File: src/design/alu_config.svh
`ifndef ALU_CONFIG_SVH
`define ALU_CONFIG_SVH

// datapath width of the execute stage
`define ALU_XLEN 64

// multiplier bits retired per cycle
// must divide ALU_XLEN, use 1, 2 or 4
`define ALU_MUL_STEP 2

`endif
File: src/design/alu_pkg.sv
`include "alu_config.svh"

package alu_pkg;

    // operation codes, anything not listed gives zero
    typedef enum logic [4:0] {
        alu_add    = 5'd0,
        alu_sub    = 5'd1,
        alu_pass_a = 5'd2,
        alu_pass_b = 5'd3,
        alu_xor    = 5'd4,
        alu_or     = 5'd5,
        alu_and    = 5'd6,
        alu_sll    = 5'd7,
        alu_srl    = 5'd8,
        alu_sra    = 5'd9,
        alu_slt    = 5'd10,
        alu_sltu   = 5'd11,
        alu_mul    = 5'd12,
        alu_rem    = 5'd13,
        alu_divu   = 5'd14,
        alu_remu   = 5'd15,
        alu_div    = 5'd16,
        alu_eq     = 5'd17,
        alu_ge     = 5'd18,
        alu_geu    = 5'd19
    } alu_op_e;

    // first operand source
    typedef enum logic [1:0] {
        sel_a_pc  = 2'd0,
        sel_a_rs1 = 2'd1
    } sel_a_e;

    // second operand source, unknown codes fall back to imm
    typedef enum logic [1:0] {
        sel_b_imm = 2'd0,
        sel_b_rs2 = 2'd1,
        sel_b_csr = 2'd2
    } sel_b_e;

    typedef struct packed {
        alu_op_e               op;
        sel_a_e                sel_a;
        sel_b_e                sel_b;
        logic                  word32;
        logic [`ALU_XLEN-1:0]  pc;
        logic [`ALU_XLEN-1:0]  rs1;
        logic [`ALU_XLEN-1:0]  rs2;
        logic [`ALU_XLEN-1:0]  csr;
        logic [`ALU_XLEN-1:0]  imm;
    } alu_req_t;

    typedef struct packed {
        logic [`ALU_XLEN-1:0] a;
        logic [`ALU_XLEN-1:0] b;
    } alu_operands_t;

endpackage

File: src/design/alu_operand_mux.sv
`timescale 1ns/1ps
`include "alu_config.svh"

module alu_operand_mux (
    input  alu_pkg::alu_req_t      req,
    output alu_pkg::alu_operands_t opnd
);

    logic [`ALU_XLEN-1:0] rs1_ext;

    // word32 keeps only the low half of rs1
    always_comb begin
        if (req.word32) begin
            rs1_ext = {{(`ALU_XLEN-32){1'b0}}, req.rs1[31:0]};
        end else begin
            rs1_ext = req.rs1;
        end
    end

    // first operand
    always_comb begin
        if (req.sel_a == alu_pkg::sel_a_rs1) begin
            opnd.a = rs1_ext;
        end else begin
            opnd.a = req.pc;
        end
    end

    // second operand, imm is the fallback
    always_comb begin
        case (req.sel_b)
            alu_pkg::sel_b_rs2: begin
                opnd.b = req.rs2;
            end
            alu_pkg::sel_b_csr: begin
                opnd.b = req.csr;
            end
            default: begin
                opnd.b = req.imm;
            end
        endcase
    end

endmodule

File: config.mk
export PLATFORM = sky130hd
export DESIGN_NAME = alu_operand_mux
export DESIGN_NICKNAME = d
export VERILOG_FILES = /design/src/design/alu_pkg.sv /design/src/design/alu_operand_mux.sv
export VERILOG_INCLUDE_DIRS = /design/src /design/src/design
export SDC_FILE = /design/constraint.sdc
export NUM_CORES = 1
export LEC_CHECK = 0
export BUFFER_PORTS_ARGS = -buffer_cell sky130_fd_sc_hd__buf_2
export CAP_MARGIN = 20
export CELL_PAD_IN_SITES_DETAIL_PLACEMENT = 2
export CELL_PAD_IN_SITES_GLOBAL_PLACEMENT = 2
export CORE_AREA = 5 5 176 178
export DETAILED_ROUTE_END_ITERATION = 8
export DIE_AREA = 0 0 181 183
export GPL_ROUTABILITY_DRIVEN = 0
export PLACE_DENSITY = 0.83
export SETUP_SLACK_MARGIN = 0.5
export SLEW_MARGIN = 0
export SYNTH_ARGS = -nofsm -noshare
export SYNTH_HDL_FRONTEND = slang
export SYNTH_SLANG_ARGS = --single-unit
File: constraint.sdc
create_clock -name vclk -period 0.9
set_clock_uncertainty 0.05 [all_clocks]
set_input_delay 0 -clock vclk [all_inputs]
set_output_delay 0 -clock vclk [all_outputs]
set_load 0.05 [all_outputs]
==> run summary <==
The flow ran to the end, but the final reports show violations. The checks that failed: setup timing. The post-detailed-route DRC marker count is 0, and the power density of the placed cells is 914 mW/mm^2. Peak supply drop: 396 uV. Summed over all layers, the global routing overflow is 0. The tools report the source of the critical timing path as req[321].

The final total negative setup slack is -33.77 ns. Buffers inserted to repair hold after CTS numbered 0. In this run, the clock network consumes 0% of the power. The area growth from synthesis to layout is 259%. Synthesis produced a netlist whose cell count is 331. The filler-free cell count of the finished design came out at 1251. The final layout contains a sequential cell count of 0.

The run gives 28 as the initial antenna violation count. Row generation in the floorplan step produced 63 rows. The total area inside the core boundary comes to 0.0292 mm^2.

The tools report the detailed-router iteration count before antenna repair as 4. Counting tap cells, the placed design contains a total of 1192 instances. Setup repair after global routing could not meet its margin everywhere. The run gives 0.0331 mm^2 as the area of the die.

Violation count after the first detailed-route iteration: 112. The fraction of power spent switching nets works out to 53.8%. Kind of capture point of the worst setup path: an output port. The routed wirelength normalized by instance count is 26.0 um, and the y dimension of the die is 183 um. The Yosys step of the flow raised 0 warnings. Hold violation total from the final report: 0.

In this run, distinct cell masters in the synthesized netlist total 14. Number of max-slew violations in the final report: 0. The largest net degree at the start of global routing is 22. Summing every instance area after synthesis gives 0.00255 mm^2. Across all layers, the routed design uses 5211 vias. The critical path in this run is classified as in -> out. Starting density of the core: 8.71%. The sequential fraction of the synthesis area is 0%, and the sum of routed wire length over all layers is 32600 um. For the internal power component, the log shows 3.86 mW. The number of vias per cell was 4.17; the reported leakage power was 4.29 nW. The tools report the kind of start point of the critical path as a primary input. The tool flagged a number of max-cap violations equal to 0. The logic depth of the worst setup path including buffers is 9.

For the number of clock buffer instances in the layout, the log shows 0. Following the worst setup path forward leads to its endpoint at opnd[39]. Overall power consumption after layout is estimated at 8.36 mW. The total track usage was 17.0%; the sum of buffers and inverters on the critical path was 6. Summing all flip-flop and latch instances after layout gives 0 um^2. The count of buffers added on input and output ports is 453. Slowest cell on the critical path: sky130_fd_sc_hd__ha_4. Prior to clock tree synthesis, the placed netlist has a worst setup slack of -0.499 ns.

Data arrives at the worst endpoint at 1.23 ns. The placed wire-length estimate after detailed placement was 23000 um; the highest achievable clock rate was 782 MHz. The worst hold-check path type is in -> out. For the count of nets left with antenna violations after detail routing, the log shows 0. The net count reported at finish came out at 1183. The post-route minimum period works out to 1.28 ns. The horizontal die dimension is 181 um, and the I/O pin total is 458. Setup violations remaining at the end of the flow were counted as 128.

The total of fill cells in the finished design is 3159, and the largest fanout on the critical path is 7. Each instance of the synthesized netlist takes up on average 7.69 um^2. The run gives 0% as the fraction of power consumed by sequential logic. The first global-routing pass estimated 42400 um of wire. At the worst endpoint, the required time is 0.85 ns.

For the switching power, the log shows 4.50 mW. Counting every net in the synthesized netlist gives 663. For the worst hold slack after final layout, the log shows 0.294 ns.

The critical path goes through buf_8 -> buf_6 -> ha_4 -> buf_6 -> buf_16 -> a22oi_2 -> buf_4 -> o21ai_4 -> buf_8. Combinational logic burns 100.0% of the power. The logs give -0.379 ns for the setup slack of the critical path after layout and 6052 for the number of global-route vias before repair. The part of the cycle the worst path needs works out to 142%. Grouping stages by cell kind, the critical path spends the most delay in buffers and inverters.

Measured against its own limit, the worst slew margin works out to 77.7%. Of the cells placed in the final design, the portion with a size suffix greater than 1 is 93.6%. Delay contributed by the slowest stage of the critical path: 0.20 ns.

The transition time at the pin with the least slew margin works out to 0.335 ns.
timing repair:
action,4_1_cts,5_1_grt
buffers inserted,22,2
endpoints found under the setup margin,128,128
resized for setup,347,76
cloned,14,9
pin swaps,43,26
cells in the final DEF (no fill, tap or decap), drive strengths merged:
cell type / instances
ha: 2
diode: 12
clkbuf: 8
mux2: 64
inv: 2
a22oi: 64
nand2: 64
buf: 548
and2b: 21
o21ai: 64
nor2b: 12
cell usage after synthesis:
| library cell | instances | area, um^2 |
|---|---|---|
| sky130_fd_sc_hd__a22oi_1 | 64 | 480 |
| sky130_fd_sc_hd__and2b_1 | 21 | 158 |
| sky130_fd_sc_hd__buf_12 | 7 | 140 |
| sky130_fd_sc_hd__buf_2 | 21 | 105 |
| sky130_fd_sc_hd__buf_4 | 1 | 7.51 |
| sky130_fd_sc_hd__clkbuf_1 | 9 | 33.8 |
| sky130_fd_sc_hd__ha_1 | 2 | 25.0 |
| sky130_fd_sc_hd__inv_1 | 2 | 7.51 |
| sky130_fd_sc_hd__mux2_2 | 4 | 45.0 |
| sky130_fd_sc_hd__mux2_4 | 60 | 901 |
| sky130_fd_sc_hd__nand2_1 | 64 | 240 |
| sky130_fd_sc_hd__nor2b_1 | 11 | 68.8 |
| sky130_fd_sc_hd__nor2b_4 | 1 | 13.8 |
| sky130_fd_sc_hd__o21ai_0 | 64 | 320 |
power groups by stage:
stage	clock network [mW]	registers, mW	logic (mW)
after floorplan	0	0	4.26
after global placement	0	0	6.00
after detailed placement	0	0	6.13
after CTS	0	0	7.76
after global routing	0.00000179	0	8.67
final	0.00000180	0	8.36
per-layer routing:
layer  track usage (%)  vias to the layer above  part of all wire [%]
li1                  -                     2280                     -
met1              14.6                     2509                    30
met2              35.4                      328                    58
met3              4.82                       82                   6.8
met4              8.41                       12                   5.2
met5                 0                        -                  0.23
how the worst min path moves through the flow:
| stage | startpoint | to | cells after the start | slack [ns] |
|---|---|---|---|---|
| global placement | req[11] | opnd[11] | 4 | 0.32 |
| finish | req[7] | opnd[7] | 4 | 0.29 |
| detailed placement | req[16] | opnd[16] | 4 | 0.32 |
| CTS | req[53] | opnd[53] | 4 | 0.30 |
| global route | req[21] | opnd[21] | 4 | 0.31 |
| floorplan | req[38] | opnd[38] | 2 | 0.10 |
cell type report:
type | count | area, um^2 | area share (%)
repair buffers | 556 | 5060 | 55.3
multi-input cells | 291 | 3550 | 38.8
well taps | 390 | 488 | 5.33
diodes | 12 | 30.0 | 0.328
inverters | 2 | 20.0 | 0.219
worst min-delay path: stages:
cell	delay, ns
sky130_fd_sc_hd__buf_2	0.09
sky130_fd_sc_hd__nand2_2	0.06
sky130_fd_sc_hd__o21ai_4	0.06
sky130_fd_sc_hd__buf_8	0.14
metrics by stage:
step / area, um^2 / utilization (%)
after floorplan: 3910 / -
after global placement: 6840 / 23.4
after detailed placement: 6840 / 23.4
after CTS: 8610 / 29.4
after global routing: 9150 / 31.3
final: 9150 / 31.3
logic make-up after synthesis:
family | count (synthesis) | share of synthesized area (%)
AND/OR/NAND/NOR | 97 | 18.9
AO/OA/AOI/OAI | 128 | 31.4
multiplexers | 64 | 37.1
buffers and inverters | 40 | 11.5
adder cells (fa/ha/maj) | 2 | 0.983
No activity file was read; power rests on OpenSTA's default activity.
